===== config.mk =====
export PLATFORM = sky130hd
export DESIGN_NAME = execTop
export DESIGN_NICKNAME = d
export VERILOG_FILES = /design/src/hdl/execPkg.sv /design/src/hdl/aluUnit.sv /design/src/hdl/flagUnit.sv /design/src/hdl/memAccess.sv /design/src/hdl/execControl.sv /design/src/hdl/execTop.sv
export SDC_FILE = /design/constraint.sdc
export NUM_CORES = 1
export LEC_CHECK = 0
export ABC_AREA = 1
export BUFFER_PORTS_ARGS = -buffer_cell sky130_fd_sc_hd__buf_2
export CAP_MARGIN = 20
export CELL_PAD_IN_SITES_DETAIL_PLACEMENT = 0
export CELL_PAD_IN_SITES_GLOBAL_PLACEMENT = 1
export CORE_MARGIN = 2
export CORE_UTILIZATION = 40
export DETAILED_ROUTE_END_ITERATION = 10
export HOLD_SLACK_MARGIN = 0.15
export MAX_ROUTING_LAYER = met4
export PLACE_DENSITY = 0.89
export SLEW_MARGIN = 20
export SYNTH_ARGS = -nofsm -noshare
export SYNTH_HDL_FRONTEND = slang
export SYNTH_SLANG_ARGS = --single-unit
export TNS_END_PERCENT = 10

===== constraint.sdc =====
create_clock -name clk -period 6.05 [get_ports clk]
set_input_delay 0.605 -clock clk [delete_from_list [all_inputs] [get_ports clk]]
set_output_delay 0.605 -clock clk [all_outputs]
set_load 0.1 [all_outputs]

===== src/hdl/execPkg.sv =====
package execPkg;

    localparam int WordWidth  = 32;
    localparam int RegIdWidth = 4;
    localparam int ImmWidth   = 16;

    typedef logic [WordWidth-1:0]  word_t;     // Data word and byte address
    typedef logic [RegIdWidth-1:0] regIdx_t;
    typedef logic [ImmWidth-1:0]   imm_t;
    typedef logic [3:0]            flags_t;    // NZCV
    typedef logic [3:0]            aluOp_t;
    typedef logic [3:0]            cond_t;
    typedef logic [1:0]            instClass_t;

    // Instruction classes
    localparam instClass_t ClassImm    = 2'b00;
    localparam instClass_t ClassReg    = 2'b01;
    localparam instClass_t ClassMem    = 2'b10;
    localparam instClass_t ClassBranch = 2'b11;

    // Operation codes, bit 3 selects the flag-setting form
    localparam aluOp_t OpMov  = 4'b0000;   // Immediate class only
    localparam aluOp_t OpAdd  = 4'b0001;
    localparam aluOp_t OpSub  = 4'b0010;
    localparam aluOp_t OpAnd  = 4'b0011;
    localparam aluOp_t OpOr   = 4'b0100;
    localparam aluOp_t OpXor  = 4'b0101;
    localparam aluOp_t OpNot  = 4'b0110;   // Register class only
    localparam aluOp_t OpAdds = 4'b1001;
    localparam aluOp_t OpSubs = 4'b1010;
    localparam aluOp_t OpAnds = 4'b1011;
    localparam aluOp_t OpOrs  = 4'b1100;
    localparam aluOp_t OpXors = 4'b1101;

    // Branch conditions, 1110 and 1111 never taken
    localparam cond_t CondEq = 4'b0000;
    localparam cond_t CondNe = 4'b0001;
    localparam cond_t CondHs = 4'b0010;
    localparam cond_t CondLo = 4'b0011;
    localparam cond_t CondMi = 4'b0100;
    localparam cond_t CondPl = 4'b0101;
    localparam cond_t CondVs = 4'b0110;
    localparam cond_t CondVc = 4'b0111;
    localparam cond_t CondHi = 4'b1000;
    localparam cond_t CondLs = 4'b1001;
    localparam cond_t CondGe = 4'b1010;
    localparam cond_t CondLt = 4'b1011;
    localparam cond_t CondGt = 4'b1100;
    localparam cond_t CondLe = 4'b1101;

    // Bit positions within flags_t
    localparam int FlagN = 3;
    localparam int FlagZ = 2;
    localparam int FlagC = 1;
    localparam int FlagV = 0;

endpackage


===== src/hdl/aluUnit.sv =====
`timescale 1ns/100ps

module aluUnit (
    input  execPkg::aluOp_t aluOp,
    input  execPkg::word_t  operandA,
    input  execPkg::word_t  operandB,
    input  execPkg::flags_t flags,
    output execPkg::word_t  result,
    output execPkg::flags_t flagsNext
);

    logic [32:0] sum;          // Bit 32 is the carry out
    logic [32:0] diff;         // Bit 32 is the borrow
    logic        addOverflow;
    logic        subOverflow;
    logic        updateNz;

    assign sum  = {1'b0, operandA} + {1'b0, operandB};
    assign diff = {1'b0, operandA} - {1'b0, operandB};

    // Same operand signs, result sign flipped
    assign addOverflow = ~(operandA[31] ^ operandB[31]) & (operandA[31] ^ sum[31]);
    // Operand signs differ and result sign left the first operand
    assign subOverflow = (operandA[31] ^ operandB[31]) & (operandA[31] ^ diff[31]);

    always_comb begin
        result    = '0;
        flagsNext = flags;     // C and V kept unless arithmetic
        updateNz  = 1'b0;
        case (aluOp)
            execPkg::OpMov: result = operandB;
            execPkg::OpNot: result = ~operandA;
            execPkg::OpAdd, execPkg::OpAdds: begin
                result                    = sum[31:0];
                flagsNext[execPkg::FlagC] = sum[32];
                flagsNext[execPkg::FlagV] = addOverflow;
                updateNz                  = 1'b1;
            end
            execPkg::OpSub, execPkg::OpSubs: begin
                result                    = diff[31:0];
                flagsNext[execPkg::FlagC] = ~diff[32];     // Carry is not-borrow
                flagsNext[execPkg::FlagV] = subOverflow;
                updateNz                  = 1'b1;
            end
            execPkg::OpAnd, execPkg::OpAnds: begin
                result   = operandA & operandB;
                updateNz = 1'b1;
            end
            execPkg::OpOr, execPkg::OpOrs: begin
                result   = operandA | operandB;
                updateNz = 1'b1;
            end
            execPkg::OpXor, execPkg::OpXors: begin
                result   = operandA ^ operandB;
                updateNz = 1'b1;
            end
            default: result = '0;      // No-op codes
        endcase
        if (updateNz) begin
            flagsNext[execPkg::FlagN] = result[31];
            flagsNext[execPkg::FlagZ] = (result == '0);
        end
    end

endmodule


===== src/hdl/flagUnit.sv =====
`timescale 1ns/100ps

module flagUnit (
    input  logic            clk,
    input  logic            rst,
    input  logic            flagWrite,
    input  execPkg::flags_t flagsNext,
    input  execPkg::cond_t  cond,
    output execPkg::flags_t flags,
    output logic            condMet
);

    logic n;
    logic z;
    logic c;
    logic v;

    always_ff @(posedge clk or posedge rst) begin
        if (rst) begin
            flags <= '0;
        end else if (flagWrite) begin
            flags <= flagsNext;
        end
    end

    assign n = flags[execPkg::FlagN];
    assign z = flags[execPkg::FlagZ];
    assign c = flags[execPkg::FlagC];
    assign v = flags[execPkg::FlagV];

    // Evaluated on the held flags, so a branch sees the state before its own edge
    always_comb begin
        case (cond)
            execPkg::CondEq: condMet = z;
            execPkg::CondNe: condMet = ~z;
            execPkg::CondHs: condMet = c;
            execPkg::CondLo: condMet = ~c;
            execPkg::CondMi: condMet = n;
            execPkg::CondPl: condMet = ~n;
            execPkg::CondVs: condMet = v;
            execPkg::CondVc: condMet = ~v;
            execPkg::CondHi: condMet = c & ~z;         // Unsigned higher
            execPkg::CondLs: condMet = ~(c & ~z);
            execPkg::CondGe: condMet = (n == v);       // Signed compares
            execPkg::CondLt: condMet = (n != v);
            execPkg::CondGt: condMet = ~z & (n == v);
            execPkg::CondLe: condMet = z | (n != v);
            default:         condMet = 1'b0;
        endcase
    end

endmodule


===== src/hdl/memAccess.sv =====
`timescale 1ns/100ps

module memAccess (
    input  logic           clk,
    input  logic           rst,
    input  logic           reqValid,
    input  logic           reqStore,
    input  execPkg::word_t reqAddr,
    input  execPkg::word_t reqData,
    input  execPkg::word_t wbDatIn,
    input  logic           wbAck,
    output logic           busy,
    output logic           loadDone,
    output execPkg::word_t loadData,
    output logic           wbCyc,
    output logic           wbStb,
    output logic           wbWe,
    output execPkg::word_t wbAdr,
    output execPkg::word_t wbDatOut
);

    typedef enum logic {
        WbIdle,
        WbActive
    } wbState_t;

    wbState_t       state;
    logic           storeQ;
    execPkg::word_t addrQ;
    execPkg::word_t dataQ;

    always_ff @(posedge clk or posedge rst) begin
        if (rst) begin
            state    <= WbIdle;
            storeQ   <= 1'b0;
            loadDone <= 1'b0;
        end else begin
            loadDone <= 1'b0;
            case (state)
                WbIdle: begin
                    if (reqValid) begin
                        state  <= WbActive;
                        storeQ <= reqStore;
                    end
                end
                WbActive: begin
                    if (wbAck) begin
                        state    <= WbIdle;
                        loadDone <= ~storeQ;   // Pulse only for loads
                    end
                end
                default: state <= WbIdle;
            endcase
        end
    end

    // Request buffer, held stable for the whole bus cycle
    always_ff @(posedge clk) begin
        if (state == WbIdle && reqValid) begin
            addrQ <= reqAddr;
            dataQ <= reqData;
        end
        if (state == WbActive && wbAck && !storeQ) begin
            loadData <= wbDatIn;
        end
    end

    assign busy     = (state == WbActive);
    assign wbCyc    = (state == WbActive);
    assign wbStb    = (state == WbActive);     // Classic cycle, stb follows cyc
    assign wbWe     = (state == WbActive) & storeQ;
    assign wbAdr    = addrQ;
    assign wbDatOut = dataQ;

endmodule


===== src/hdl/execControl.sv =====
`timescale 1ns/100ps

module execControl (
    input  logic                clk,
    input  logic                rst,
    input  logic                instValid,
    input  execPkg::instClass_t instClass,
    input  execPkg::aluOp_t     aluOp,
    input  logic                isStore,
    input  execPkg::regIdx_t    destReg,
    input  execPkg::regIdx_t    firstReg,
    input  execPkg::regIdx_t    secReg,
    input  execPkg::imm_t       imm,
    input  execPkg::word_t      readDataDest,
    input  execPkg::word_t      readDataFirst,
    input  execPkg::word_t      readDataSec,
    input  execPkg::word_t      aluResult,
    input  logic                condMet,
    input  logic                busy,
    input  logic                loadDone,
    input  execPkg::word_t      loadData,
    output logic                instReady,
    output execPkg::regIdx_t    readRegDest,
    output execPkg::regIdx_t    readRegFirst,
    output execPkg::regIdx_t    readRegSec,
    output execPkg::word_t      operandA,
    output execPkg::word_t      operandB,
    output logic                flagWrite,
    output logic                reqValid,
    output logic                reqStore,
    output execPkg::word_t      reqAddr,
    output execPkg::word_t      reqData,
    output logic                writeToReg,
    output execPkg::regIdx_t    writeReg,
    output execPkg::word_t      writeData,
    output logic                branchTaken
);

    logic             accept;
    logic             isAlu;
    logic             legalOp;
    logic             aluWrite;
    logic             aluWriteQ;
    execPkg::word_t   immSext;
    execPkg::word_t   resultQ;
    execPkg::regIdx_t destQ;

    assign instReady = ~busy;          // One memory access in flight at most
    assign accept    = instValid & instReady;
    assign isAlu     = (instClass == execPkg::ClassImm) || (instClass == execPkg::ClassReg);
    assign immSext   = {{16{imm[15]}}, imm};

    // MOV and NOT are each legal in one class only
    always_comb begin
        case (aluOp)
            execPkg::OpMov: legalOp = (instClass == execPkg::ClassImm);
            execPkg::OpNot: legalOp = (instClass == execPkg::ClassReg);
            execPkg::OpAdd, execPkg::OpSub, execPkg::OpAnd, execPkg::OpOr,
            execPkg::OpXor, execPkg::OpAdds, execPkg::OpSubs, execPkg::OpAnds,
            execPkg::OpOrs, execPkg::OpXors: legalOp = 1'b1;
            default: legalOp = 1'b0;
        endcase
    end

    assign aluWrite  = accept & isAlu & legalOp;
    assign flagWrite = aluWrite & aluOp[3];

    // Register file reads
    assign readRegFirst = firstReg;
    assign readRegSec   = (instClass == execPkg::ClassReg) ? secReg : '0;
    assign readRegDest  = (instClass == execPkg::ClassMem && isStore) ? destReg : '0;

    assign operandA = readDataFirst;
    always_comb begin
        if (instClass == execPkg::ClassReg) begin
            operandB = readDataSec;
        end else if (aluOp == execPkg::OpMov) begin
            operandB = {16'h0000, imm};    // Upper half cleared
        end else begin
            operandB = immSext;
        end
    end

    // Memory request launched at the accepting edge
    assign reqValid = accept & (instClass == execPkg::ClassMem);
    assign reqStore = isStore;
    assign reqAddr  = readDataFirst + immSext;
    assign reqData  = readDataDest;

    always_ff @(posedge clk or posedge rst) begin
        if (rst) begin
            aluWriteQ   <= 1'b0;
            branchTaken <= 1'b0;
        end else begin
            aluWriteQ   <= aluWrite;
            branchTaken <= accept & (instClass == execPkg::ClassBranch) & condMet;
        end
    end

    // Destination stays put while a load is on the bus
    always_ff @(posedge clk) begin
        if (accept) begin
            destQ   <= destReg;
            resultQ <= aluResult;
        end
    end

    assign writeToReg = aluWriteQ | loadDone;
    assign writeReg   = destQ;
    assign writeData  = loadDone ? loadData : resultQ;

endmodule


===== src/hdl/execTop.sv =====
`timescale 1ns/100ps

module execTop (
    input  logic                clk,
    input  logic                rst,
    input  logic                instValid,
    input  execPkg::instClass_t instClass,
    input  execPkg::aluOp_t     aluOp,
    input  execPkg::cond_t      cond,
    input  logic                isStore,
    input  execPkg::regIdx_t    destReg,
    input  execPkg::regIdx_t    firstReg,
    input  execPkg::regIdx_t    secReg,
    input  execPkg::imm_t       imm,
    output logic                instReady,
    output execPkg::regIdx_t    readRegDest,
    output execPkg::regIdx_t    readRegFirst,
    output execPkg::regIdx_t    readRegSec,
    input  execPkg::word_t      readDataDest,
    input  execPkg::word_t      readDataFirst,
    input  execPkg::word_t      readDataSec,
    output logic                writeToReg,
    output execPkg::regIdx_t    writeReg,
    output execPkg::word_t      writeData,
    output logic                branchTaken,
    output execPkg::flags_t     flagsOut,
    output logic                wbCyc,
    output logic                wbStb,
    output logic                wbWe,
    output execPkg::word_t      wbAdr,
    output execPkg::word_t      wbDatOut,
    input  execPkg::word_t      wbDatIn,
    input  logic                wbAck
);

    execPkg::word_t  operandA;
    execPkg::word_t  operandB;
    execPkg::word_t  aluResult;
    execPkg::flags_t flagsNext;
    logic            flagWrite;
    logic            condMet;
    logic            reqValid;
    logic            reqStore;
    execPkg::word_t  reqAddr;
    execPkg::word_t  reqData;
    logic            busy;
    logic            loadDone;
    execPkg::word_t  loadData;

    execControl control (
        .clk(clk), .rst(rst),
        .instValid(instValid), .instClass(instClass), .aluOp(aluOp),
        .isStore(isStore), .destReg(destReg), .firstReg(firstReg),
        .secReg(secReg), .imm(imm),
        .readDataDest(readDataDest), .readDataFirst(readDataFirst),
        .readDataSec(readDataSec), .aluResult(aluResult), .condMet(condMet),
        .busy(busy), .loadDone(loadDone), .loadData(loadData),
        .instReady(instReady), .readRegDest(readRegDest),
        .readRegFirst(readRegFirst), .readRegSec(readRegSec),
        .operandA(operandA), .operandB(operandB), .flagWrite(flagWrite),
        .reqValid(reqValid), .reqStore(reqStore), .reqAddr(reqAddr),
        .reqData(reqData), .writeToReg(writeToReg), .writeReg(writeReg),
        .writeData(writeData), .branchTaken(branchTaken)
    );

    aluUnit alu (
        .aluOp(aluOp), .operandA(operandA), .operandB(operandB),
        .flags(flagsOut), .result(aluResult), .flagsNext(flagsNext)
    );

    flagUnit flagReg (
        .clk(clk), .rst(rst), .flagWrite(flagWrite), .flagsNext(flagsNext),
        .cond(cond), .flags(flagsOut), .condMet(condMet)
    );

    memAccess mem (
        .clk(clk), .rst(rst),
        .reqValid(reqValid), .reqStore(reqStore), .reqAddr(reqAddr),
        .reqData(reqData), .wbDatIn(wbDatIn), .wbAck(wbAck),
        .busy(busy), .loadDone(loadDone), .loadData(loadData),
        .wbCyc(wbCyc), .wbStb(wbStb), .wbWe(wbWe),
        .wbAdr(wbAdr), .wbDatOut(wbDatOut)
    );

endmodule


# After elaboration in Yosys (flattened, before gate mapping)
# Index checks and enable logic that the tools add are counted.
# Widths: inputs -> output; s select.
[word_totals] reg_bits=141 latchBits=0 mem_bits_rw=0 mem_bits_ro=0 inputBits=171 output_inout_bits=122 word_cells=109 mem_count=0
[classes] add_sub_neg=3 mul=0 div=0 magnitude_cmp=0 n_eq_ne=29 shifts=0 mux=15 bitwise_logic=30 n_reduce_logical=20
[op_table] op="$pmux 32 s7" count=1
[op_table] op="$mux 32" count=3
[op_table] op="$eq 4x4->1 const B" count=11
[op_table] op="$add 32x32->33" count=1
[op_table] op="$sub 32x32->33" count=1
[op_table] op="$add 32x32->32" count=1
[op_table] op="$and 32x32->32" count=1
[op_table] op="$logic_not 32->1" count=1
[op_table] op="$not 32->32" count=1
[op_table] op="$or 32x32->32" count=1
[op_table] op="$xor 32x32->32" count=1
[op_table] op="$eq 4x3->1 const B" count=7
[op_table] op="$eq 4x2->1 const B" count=4
[op_table] op="$pmux 1 s14" count=1
[op_table] op="$and 1x1->1" count=12
[op_table] op="$reduce_or 10->1" count=1
[op_table] op="$reduce_or 2->1" count=5
[op_table] op="$not 1->1" count=9
[op_table] op="$eq 4x1->1 const B" count=2
[op_table] op="$logic_not 4->1" count=2
[op_table] op="$mux 4" count=2
[op_table] op="$reduce_and 2->1" count=3
[op_table] op="$mux 1" count=5
[op_table] op="$eq 2x2->1 const B" count=2
[op_table] op="other kinds (13)" count=19

# Depth between registers and ports, before layout
# Gate-level depths: netlist of the first run.
[logic_depth] ltp_word=7 ltp_mapped=26 ltp_nobuf=24

# Cells and area by module
# From an unflattened synthesis of the first run, not the netlist that was laid out.
[hier_totals] cells_unflattened=2430 area_unflattened_um2=15283.4
[modules_own_cells] mod="aluUnit" n_inst=1 cells_per_inst=1417 area_per_inst_um2=7029.2
[modules_own_cells] mod="execControl" n_inst=1 cells_per_inst=830 area_per_inst_um2=4853.4
[modules_own_cells] mod="memAccess" n_inst=1 cells_per_inst=114 area_per_inst_um2=3024.2
[modules_own_cells] mod="flagUnit" n_inst=1 cells_per_inst=69 area_per_inst_um2=376.6

# Worst setup path after synthesis of the first run
# No wires, ideal clock.
[synth_timing] path_type="reg-to-reg" from="reg mem.state, in the netlist mem.busy" to="reg mem.storeQ" setup_time_ns=0.123 arrival_ns=6.738 required_time_ns=5.927 slack_ns=-0.812 stages_incl_launch_ff=7 n_path_buf=0 period_less_slack_ns=6.862 cell_sequence="dfrtp_1 inv_1 nand2_1 nor3_1 inv_1 nand2_1 nand2_1"
[synth_between] elab_chain_cells=4
[synth_rtl] element="start: declaration" line_no="memAccess.sv:27" source="wbState_t state;"
[synth_rtl] element="start signal: assignment" line_no="memAccess.sv:34" source="state <= WbIdle;"
[synth_rtl] element="start signal: assignment" line_no="memAccess.sv:42" source="state <= WbActive;"
[synth_rtl] element="start signal: assignment" line_no="memAccess.sv:48" source="state <= WbIdle;"
[synth_rtl] element="$not 1->1 (no line) *"
[synth_rtl] element="net instReady" line_no="execTop.sv:15" source="output logic instReady,"
[synth_rtl] element="$and 1x1->1" line_no="execControl.sv:49" source="assign accept = instValid & instReady;"
[synth_rtl] element="$and 1x1->1" line_no="execControl.sv:85" source="assign reqValid = accept & (instClass == execPkg::ClassMem);"
[synth_rtl] element="$reduce_and 2->1 (no line) *"
[synth_rtl] element="end signal: assignment" line_no="memAccess.sv:43" source="storeQ <= reqStore;"
[synth_rtl] element="end: declaration" line_no="memAccess.sv:28" source="logic storeQ;"
# Mark *: on every way through the listed nets, which the timed path passes. The rest lies on a longest branch.
# A chain may end at the register's enable or synchronous reset.

# Worst setup path after layout of the first run
[layout_timing] from="in aluOp[2]" to="reg flagReg.flags[2]"
[layout_between] elab_chain_cells=6 word_cells_on_any_way=32 cone_classes="2 x add/sub; 11 x eq/ne; 5 x mux; 5 x bitwise; 9 x reduce/logical"
[layout_rtl] element="start: declaration" line_no="execTop.sv:8" source="input execPkg::aluOp_t aluOp,"
[layout_rtl] element="$logic_not 4->1 (tied with other cells)" line_no="aluUnit.sv:30, execControl.sv:55, execControl.sv:77"
[layout_rtl] element="$mux 32 or $reduce_or 10->1 (tied branches)"
[layout_rtl] element="$mux 32 or $pmux 1 s3 (tied branches)" line_no="execControl.sv:75, execControl.sv:55"
[layout_rtl] element="$sub 32x32->33 (tied with other cells)" line_no="aluUnit.sv:19" source="assign diff = {1'b0, operandA} - {1'b0, operandB};"
[layout_rtl] element="$pmux 32 s7 or $and 1x1->1 (tied branches)" line_no="aluUnit.sv:30, execControl.sv:66"
[layout_rtl] element="$logic_not 32->1 or $reduce_and 2->1 (tied branches)"
[layout_rtl] element="end signal: assignment" line_no="flagUnit.sv:22" source="flags <= flagsNext;"
[layout_rtl] element="end: declaration" line_no="flagUnit.sv:9" source="output execPkg::flags_t flags,"
# Several ways; a longest one is shown, not always the timed one.

==> impl.org, run 1 <==
** Yosys
- After synthesis the cells add up to 0.01409 sq mm.
- Synth area leader :: edfxtp_1
- Per-instance average area after synthesis :: 6.614 sq um
- The synthesized design contains 141 register bits.
- Mapped Cells :: 2130
- For this run, the register share of the synthesized area comes to 0.2974.
- Yosys warnings :: 0
- Of the post-synthesis cell area, the dominant cell type holds 0.2814.
- Synthesis produced a netlist with a net count of 2433.
- Leading cell types by total area after synthesis :: edfxtp_1, nand2_1, ha_1
- In this run, distinct cell masters in the synthesized netlist total 48.

** Critical path
- Critical path class :: in -> reg
- Endpoint of the worst-slack reg-to-reg timing path :: flagReg.flags[2]
- Reg2reg start :: mem.busy
- Depth of the worst register-to-register path :: 13
- STA classifies the critical path endpoint as a flop.
- Required time of the worst setup path :: 6440 ps
- Data on the critical path arrives at its endpoint at 4700 ps.
- Along the worst path, the maximum fanout reaches 16.
- Kind of start point of the critical path :: input pin
- The setup check on the worst reg-to-reg path leaves a slack of 3970 ps.

** Clocking
- In this run the deepest clock path goes through 2 buffers.
- The H-tree was split into 4 levels.
- Clk Latency, worst-skew pair :: 460 ps
- Count of hold-fix buffers inserted at cts :: 1
- Once the clock tree was built, the resizer swapped 0 gates to a different size.
- Clock tree synthesis inserted a total of 17 buffers.
- TritonCTS clock tree :: built
- The tree is rooted in a clkbuf_16.
- Number of sinks driven by the clock tree :: 141
- Clock slew seen by the registers of the worst setup and hold paths :: 70 ps
- Buffers inserted by post-CTS timing repair :: 0

** Timing
- Layout Skew :: 14.12 ps
- Max-slew headroom :: 0.3203
- Post-route clock period utilization :: 0.7112
- Number of endpoints with negative hold slack in the final report :: 0
- Timing would allow up to 232.4 MHz.
- Setup TNS after final layout :: 0 ps
- Post-Route Hold Slack :: 324.7 ps
- Setup violations remaining at the end of the flow were counted as 0.
- Setup repair after global routing left no endpoint under its margin.
- For the pin with the worst max-slew slack, the measured transition is 1020 ps.
- Count of final max-slew check failures :: 0
- For the finished layout, the period the worst path requires is 4303 ps.

** Routing
- In this run the remaining antenna-violating nets after routing total 0.
- For this block, the initial DRC count from the detailed router was 1172.
- The first detailed-routing pass took 5 iterations.
- After detailed routing, the number of remaining DRC violations is 0.
- After detailed routing, the number of vias per cell comes to 5.157.
- After detailed routing, the average wire length per cell comes to 18.72 um.
- Detailed routing inserted a total of 14720 vias.
- Total length of routed wires :: 53440 um

** Floorplan
- Horiz. Die Dim :: 191.7 um
- For this design the top-level I/O count stands at 293.
- Initial core utilization :: 0.4068
- Count of standard-cell rows :: 68
- The die is 191.7 um tall.
- Die Footprint :: 0.03674 sq mm
- Core footprint :: 0.03463 sq mm

** Pwr
- IR drop worst, VDD :: 0.2356 mV
- Lkg Pwr :: 8.757 nW
- Power density over cell area :: 244.7 mW/mm^2

** GRT
- Entering global routing, the biggest net connects 65 pins.
- The first global-routing pass estimated 81020 um of wire.
- GRT Util Overall :: 0.3019
- Via count of the first global-routing pass :: 14200
- Global route total overflow :: 0
- Number of antenna violations at the first check in global routing :: 2

** Finish
- Most common cell after layout, fill and taps aside :: nand2_1
- Highest-count cells in the layout ignoring fill and taps :: nand2_1, inv_1, buf_2
- Across the whole layout, storage elements account for 0.004189 sq mm.
- Fill cells in the final layout number 3705.
- Area of combinational cells with multiple inputs :: 0.008056 sq mm
- From synthesis to final layout, the design area changed by 16.86%.
- Ratio of cells with drive above 1 in the final layout :: 0.1498
- Number of nets in the layout :: 2687

** Min path
- Min-Delay Endpoint :: mem.wbDatOut[28]
- Hold Path Origin :: readDataDest[28]
- Counting instances, the worst hold path has a depth of 1.
- Path class of the lowest-slack min-delay path :: in -> reg

** Placement
- Placer Congestion :: 1.007
- Detailed placement finished with a half-perimeter wire length of 43370 um.
- The count of buffers added on input and output ports is 284.

** Flow run
- Max-cap violations in this run came to 0.

** Run status
- The run finished with clean final reports.
synthesized netlist by cell type, drive strengths merged:
cell type and n:
nand2 655, inv 399, nor2 198, nand3 163, edfxtp 132, ha 129
a21oi 108, o21ai 84, buf 49, o22ai 37, nand4 22, xor2 22
o211ai 19, nor3 16, clkbuf 14, xnor2 12, dfrtp 9, nand3b 9
o21a 8, o21bai 8, a211oi 6, a31oi 5, a22oi 4, and2 4
nor4 4, fa 3, a21o 2, and3 2, o221ai 2, or2 2
a21boi 1, clkinv 1, o221a 1
kinds of logic after synthesis:
logic type | synth area share
AND/OR/NAND/NOR | 0.3138
XOR/XNOR | 0.02114
flip-flops | 0.2974
AO/OA/AOI/OAI | 0.1168
buffers and inverters | 0.1321
adder cells (fa/ha/maj) | 0.1188
critical path: stages:
cell	delay (ps)
buf_2	220
nor2_1	70
nand2_1	170
inv_2	100
o21ai_4	410
o21ai_0	330
ha_1	650
inv_1	210
a21oi_1	420
nand2_1	200
nand2_1	90
nand2_1	50
a21oi_1	160
nand3_1	90
nand3_1	90
nand2_1	60
nor2_1	270
nand2_1	80
nor2_1	210
nand3_1	100
nand2_1	70
sequential cells by signal, indices dropped and copies added (netlist names):
signal               flops
control.aluWriteQ        1
control.branchTaken      1
control.resultQ         32
control.writeReg         4
flagReg.flags            4
mem.busy                 1
mem.loadData            32
mem.loadDone             1
mem.storeQ               1
mem.wbAdr               32
mem.wbDatOut            32
per-stage QoR:
stage                     setup slack (ps)  std cells  power, mW  instance area [sq um]  utilization
after floorplan                       1210       2130      2.444                  14090            -
after global placement                1367       2819      2.885                  15840       0.4573
after detailed placement              1375       2819      2.887                  15840       0.4573
after CTS                             1830       2852      4.028                  16460       0.4752
after global routing                  1576       2854      4.237                  16460       0.4754
final                                 1747       2854      4.028                  16460       0.4754
metal layers:
| layer | GRT usage | part of all wire | up-vias |
|---|---|---|---|
| li1 | - | - | 7305 |
| met1 | 0.4186 | 0.48 | 6763 |
| met2 | 0.4521 | 0.43 | 582 |
| met3 | 0.04020 | 0.067 | 69 |
| met4 | 0.1033 | 0.026 | 0 |
| met5 | - | 0 | - |
worst max path at each step:
stage / cells past startpoint / startpoint / slack, ps / to
2_1_floorplan: 6 / mem.busy / 1210 / mem.storeQ
3_3_place_gp: 21 / aluOp[2] / 1370 / flagReg.flags[2]
3_5_place_dp: 21 / aluOp[2] / 1380 / flagReg.flags[2]
4_1_cts: 21 / aluOp[2] / 1830 / flagReg.flags[2]
5_1_grt: 19 / imm[15] / 1580 / flagReg.flags[2]
6_report: 21 / aluOp[2] / 1750 / flagReg.flags[2]
where the power goes:
group	switching (mW)	internal (mW)
sequential	0.0272	1.16
clock	0.477	0.655
combinational	1.30	0.416
cell type report:
cell class / count / share of cell area
multi-input cells: 1526 / 0.4894
flip-flops and latches: 141 / 0.2545
repair buffers: 298 / 0.09288
inverters: 400 / 0.09121
well taps: 455 / 0.03458
clock buffers: 17 / 0.02584
clock inverters: 15 / 0.01132
diodes: 2 / 0.0003040
(Power assumes the default switching activity.)
==> run 2: changes to the inputs <==
--- a/config.mk
+++ b/config.mk
@@ -5,17 +5,17 @@
 export SDC_FILE = /design/constraint.sdc
 export NUM_CORES = 1
 export LEC_CHECK = 0
-export ABC_AREA = 1
+export ABC_AREA = 0
 export BUFFER_PORTS_ARGS = -buffer_cell sky130_fd_sc_hd__buf_2
 export CAP_MARGIN = 20
 export CELL_PAD_IN_SITES_DETAIL_PLACEMENT = 0
 export CELL_PAD_IN_SITES_GLOBAL_PLACEMENT = 1
 export CORE_MARGIN = 2
-export CORE_UTILIZATION = 40
+export CORE_UTILIZATION = 38
 export DETAILED_ROUTE_END_ITERATION = 10
 export HOLD_SLACK_MARGIN = 0.15
 export MAX_ROUTING_LAYER = met4
-export PLACE_DENSITY = 0.89
+export PLACE_DENSITY = 0.85
 export SLEW_MARGIN = 20
 export SYNTH_ARGS = -nofsm -noshare
 export SYNTH_HDL_FRONTEND = slang
==> constraint.sdc (replaced) <==
create_clock -name clk -period 3.7 [get_ports clk]
set_input_delay 0.37 -clock clk [delete_from_list [all_inputs] [get_ports clk]]
set_output_delay 0.37 -clock clk [all_outputs]
set_load 0.1 [all_outputs]
==> run 2 against run 1 <==
Effect of this change:
- the flow now finishes with violations (setup timing)
- first-iteration DRC count grew 9.6%
- final cell count shrank 11%
- combinational power grew 110%
- register-to-register slack lost 4100 ps
- cell area grew 17%
- utilization grew 12 points
- count of clock-buffer cells in the layout grew 1
- via count shrank 3.9%
==> impl.org, run 2 <==
** Clocking
- The total clock sinks was 141 (unchanged).
- The maximum buffer depth of the clock tree was 2 (unchanged).
- The TritonCTS clock tree is built (unchanged).
- Clk Latency, worst-skew pair :: 410 ps (was 460 ps)
- The number of buffers inserted during clock tree synthesis is 17 (unchanged).
- Htree depth :: 4 (unchanged)
- CTS Root Cell :: clkbuf_16 (unchanged)
- Clock slew seen by the registers of the worst setup and hold paths :: 60 ps (was 70 ps)

** Min path
- Hold Path Cell Cnt :: 1 (unchanged)
- Hold Path Origin :: readDataDest[3] (was readDataDest[28])
- The hold path endpoint is mem.wbDatOut[3] (was mem.wbDatOut[28]).
- The worst min-delay path category is in -> reg (unchanged).

** Critical path
- Crit path DAT :: 4970 ps (was 4700 ps)
- The end of the worst register-to-register path was flagReg.flags[2] (unchanged).
- The reg-to-reg startpoint is mem.busy (unchanged).
- Largest stage delay on the critical path :: 510 ps (was 650 ps)
- Critical path class :: in -> reg (unchanged)
- The library cell contributing the largest single delay on the critical path was or4b_4 (was ha_1).
- The required time at the worst-slack endpoint is 4030 ps (was 6440 ps).
- Kind of start point of the critical path :: input pin (unchanged)
- Category of the worst setup path capture point :: flop (unchanged)
- The logic depth of the worst register-to-register path was 11 (was 13).
- The maximum net fanout on the critical path is 8 (was 16).
- Worst-case register-to-register setup slack :: -140 ps (was 3970 ps)
- Crit-path cells :: buf_2 -> nor2b_4 -> buf_12 -> mux2i_4 -> buf_4 -> fa_2 -> buf_4 -> xor2_1 -> o21ai_0 -> a211o_1 -> nor4_4 -> nor4b_4 -> or4b_4 -> or4_4 -> or4b_4 -> nor4b_4 -> nand4bb_1 -> o31ai_2 (was buf_2 -> nor2_1 -> nand2_1 -> inv_2 -> o21ai_4 -> o21ai_0 -> ha_1 -> inv_1 -> a21oi_1 -> nand2_1 -> nand2_1 -> nand2_1 -> a21oi_1 -> nand3_1 -> nand3_1 -> nand2_1 -> nor2_1 -> nand2_1 -> nor2_1 -> nand3_1 -> nand2_1)

** Yosys
- Yosys warnings :: 0 (unchanged)
- The number of enable-type register cells in the synthesized netlist was 132 (unchanged).
- The dominant register cell in the synthesized netlist was edfxtp_1 (unchanged).
- The instance count of the mapped netlist came to 1351 (was 2130).
- The fraction of registers with async set or reset after synthesis was 0.06383 (unchanged).
- Per-instance average area after synthesis :: 9.196 sq um (was 6.614 sq um)
- Synth Register Bits :: 141 (unchanged)
- The biggest area consumer among synthesized cells was edfxtp_1 (unchanged).
- Register area share after synthesis :: 0.3372 (was 0.2974)
- Leading cell types by total area after synthesis: edfxtp_1, ha_1, a21oi_1 (was edfxtp_1, nand2_1, ha_1).
- Synthesized net count :: 1654 (was 2433)
- Most instantiated cells after synthesis: edfxtp_1, ha_1, inv_1 (was nand2_1, inv_1, nor2_1).
- The fraction of post-synthesis cell area in the top cell type by area is 0.3191 (was 0.2814).
- Post-synth cell types :: 82 (was 48)
- The most repeated cell in the gate-level netlist after synthesis was edfxtp_1 (was nand2_1).
- The cell area after technology mapping is 0.01242 sq mm (was 0.01409 sq mm).

** Routing
- Number of detailed-routing iterations run before antenna repair :: 5 (unchanged)
- Routed wirelength normalized by instance count :: 21.97 um (was 18.72 um)
- The via-per-instance ratio came to 5.550 (was 5.157).
- Vias after detailed routing :: 14150 (was 14720)
- The number of design rule violations left after detail routing came to 0 (unchanged).
- Total length of routed wires :: 56000 um (was 53440 um)
- Number of antenna-violating nets in the routed design :: 0 (unchanged)
- The number of DRC violations after detailed-routing iteration 0 came to 1285 (was 1172).

** Finish
- Post-Layout Inst Area :: 0.01926 sq mm (was 0.01646 sq mm)
- The proportion of layout cells with a drive suffix above 1 is 0.4261 (was 0.1498).
- The fill cell total of the finished layout came to 2818 (was 3705).
- The net total in the final layout was 2393 (was 2687).
- Highest-count cells in the layout ignoring fill and taps: buf_4, buf_2, edfxtp_1 (was nand2_1, inv_1, buf_2).
- Most common cell after layout, fill and taps aside :: buf_4 (was nand2_1)
- The area overhead of the layout relative to synthesis is 55.06% (was 16.86%).

** Placement
- Cell area after placement :: 0.01744 sq mm (was 0.01584 sq mm)
- Placer Congestion :: 1.015 (was 1.007)
- The post-placement setup slack is -1641 ps (was 1375 ps).
- The number of port buffers came to 284 (unchanged).
- Post-DP HPWL :: 42410 um (was 43370 um)

** GRT
- Number of antenna violations at the first check in global routing :: 3 (was 2)
- Global route total overflow :: 0 (unchanged)
- The maximum number of pins on one net before global-route repair was 39 (was 65).
- The first-pass GRT wire length was 81630 um (was 81020 um).
- GRT Util Overall :: 0.3278 (was 0.3019)
- The number of global-route vias before repair came to 13900 (was 14200).

** Timing
- The worst path in the final design needs a cycle of 4643 ps, including I/O delays and setup.
- Unrepaired setup endpoints after global routing: yes (was no).
- The worst slew margin relative to its limit was 0.4060 (was 0.3203).
- The final-report hold violation count was 0 (unchanged).
- Final setup violation count :: 12 (was 0)
- The post-route setup TNS is -3795 ps (was 0 ps).
- The count of pins over their slew limit is 0 (unchanged).
- The worst path setup slack after routing was -942.8 ps (was 1747 ps).
- Worst-margin pin slew :: 887.7 ps (was 1020 ps)
- Post-route clock period utilization :: 1.255
- The maximum clock skew at final layout was 6.285 ps (was 14.12 ps).
- Static timing analysis puts the maximum clock frequency at 215.4 MHz.
- The worst slack on hold paths is 186.9 ps (was 324.7 ps).

** Floorplan
- Initial core utilization :: 0.3838 (was 0.4068)
- Horiz. Die Dim :: 184.8 um (was 191.7 um)
- Count of standard-cell rows :: 66 (was 68)
- The number of top-level pins is 293 (unchanged).
- Die Footprint :: 0.03415 sq mm (was 0.03674 sq mm)
- Die height :: 184.8 um (was 191.7 um)
- The core outline area is 0.03237 sq mm (was 0.03463 sq mm).

** Run status
- Status: finished with violations (was finished, final reports clean).
- Violated checks :: setup timing

** Flow run
- Total of max-cap violations :: 0 (unchanged)

** Pwr
- The standby leakage power was 8.904 nW (was 8.757 nW).
- IR drop worst, VDD :: 0.3712 mV (was 0.2356 mV)
- The power density over the cells came to 376.7 mW/mm^2 (was 244.7 mW/mm^2).
==> run 2: cell types whose count changed in the layout (fill, tap and decap cells not counted), sizes merged, moves of 20 or more <==
cell         delta
a21o           +32
buf           +426
nand2b         +26
dlygate4sd3    +67
mux2           +36
xnor2          +20
a221oi         +20
inv           -287
nor2           -97
nand2         -578
nand3         -145
==> run 2: worst max path at each step <==
stage	start	endpoint	slack, ps	cells past startpoint
finish	instClass[0]	flagReg.flags[2]	-940	18
global route	instClass[0]	flagReg.flags[2]	-1140	18
CTS	instClass[1]	flagReg.flags[2]	-880	19
detailed placement	instClass[1]	flagReg.flags[2]	-1640	17
global placement	instClass[1]	flagReg.flags[2]	-1430	17
floorplan	aluOp[0]	flagReg.flags[2]	-1100	24
==> run 2: through the flow <==
step,util,cells,total power [mW]
global placement,0.5386,2436,5.233
CTS,0.5885,2541,7.115
floorplan,-,1351,3.951
finish,0.5951,2549,7.256
detailed placement,0.5386,2436,5.269
global route,0.5950,2548,7.535
==> run 2: cell families after synthesis <==
logic type / synth area share
AND/OR/NAND/NOR: 0.1314
flip-flops: 0.3372
buffers and inverters: 0.05862
multiplexers: 0.04864
XOR/XNOR: 0.02820
AO/OA/AOI/OAI: 0.2612
adder cells (fa/ha/maj): 0.1348
==> run 2: final cells by class <==
type | instances | area, sq um | share of cell area
Antenna cell | 4 | 10.01 | 0.0005196
Clock inverter | 14 | 167.7 | 0.008704
Sequential cell | 141 | 4189 | 0.2175
Tap cell | 442 | 553.0 | 0.02871
Inverter | 113 | 426.7 | 0.02215
Timing Repair Buffer | 791 | 5455 | 0.2832
Multi-Input combinational cell | 1026 | 8033 | 0.4170
Clock buffer | 18 | 429.2 | 0.02228
==> run 2: per-layer routing <==
| layer | GRT usage | vias to the layer above | share of wire |
|---|---|---|---|
| met1 | 0.4217 | 6800 | 0.42 |
| li1 | - | 6537 | - |
| met4 | 0.1365 | 0 | 0.039 |
| met2 | 0.5258 | 688 | 0.47 |
| met5 | - | - | 0 |
| met3 | 0.03716 | 121 | 0.070 |
==> run 2: critical path, delay by kind of cell <==
kind / cells / cell delay, ps
and+or+nand+nor: 8 / 2670
AOI/OAI and AO/OA: 3 / 700
buffers and inverters: 4 / 560
muxes: 1 / 330
adders and majority gates: 1 / 190
xor gates and xnor gates: 1 / 110
==> run 2: report_power, final <==
group	switching [mW]	internal (mW)	total [mW]
registers	0.0589	1.90	1.96
logic	2.20	1.38	3.58
clock network	0.659	1.06	1.72
==> run 2: repair_timing <==
action,in CTS,in global routing
endpoints found under the setup margin,17,19
buffers inserted,5,4
resized for setup,61,38
endpoints found under the hold margin,76,0
hold buffers,68,0
pin swaps,13,11
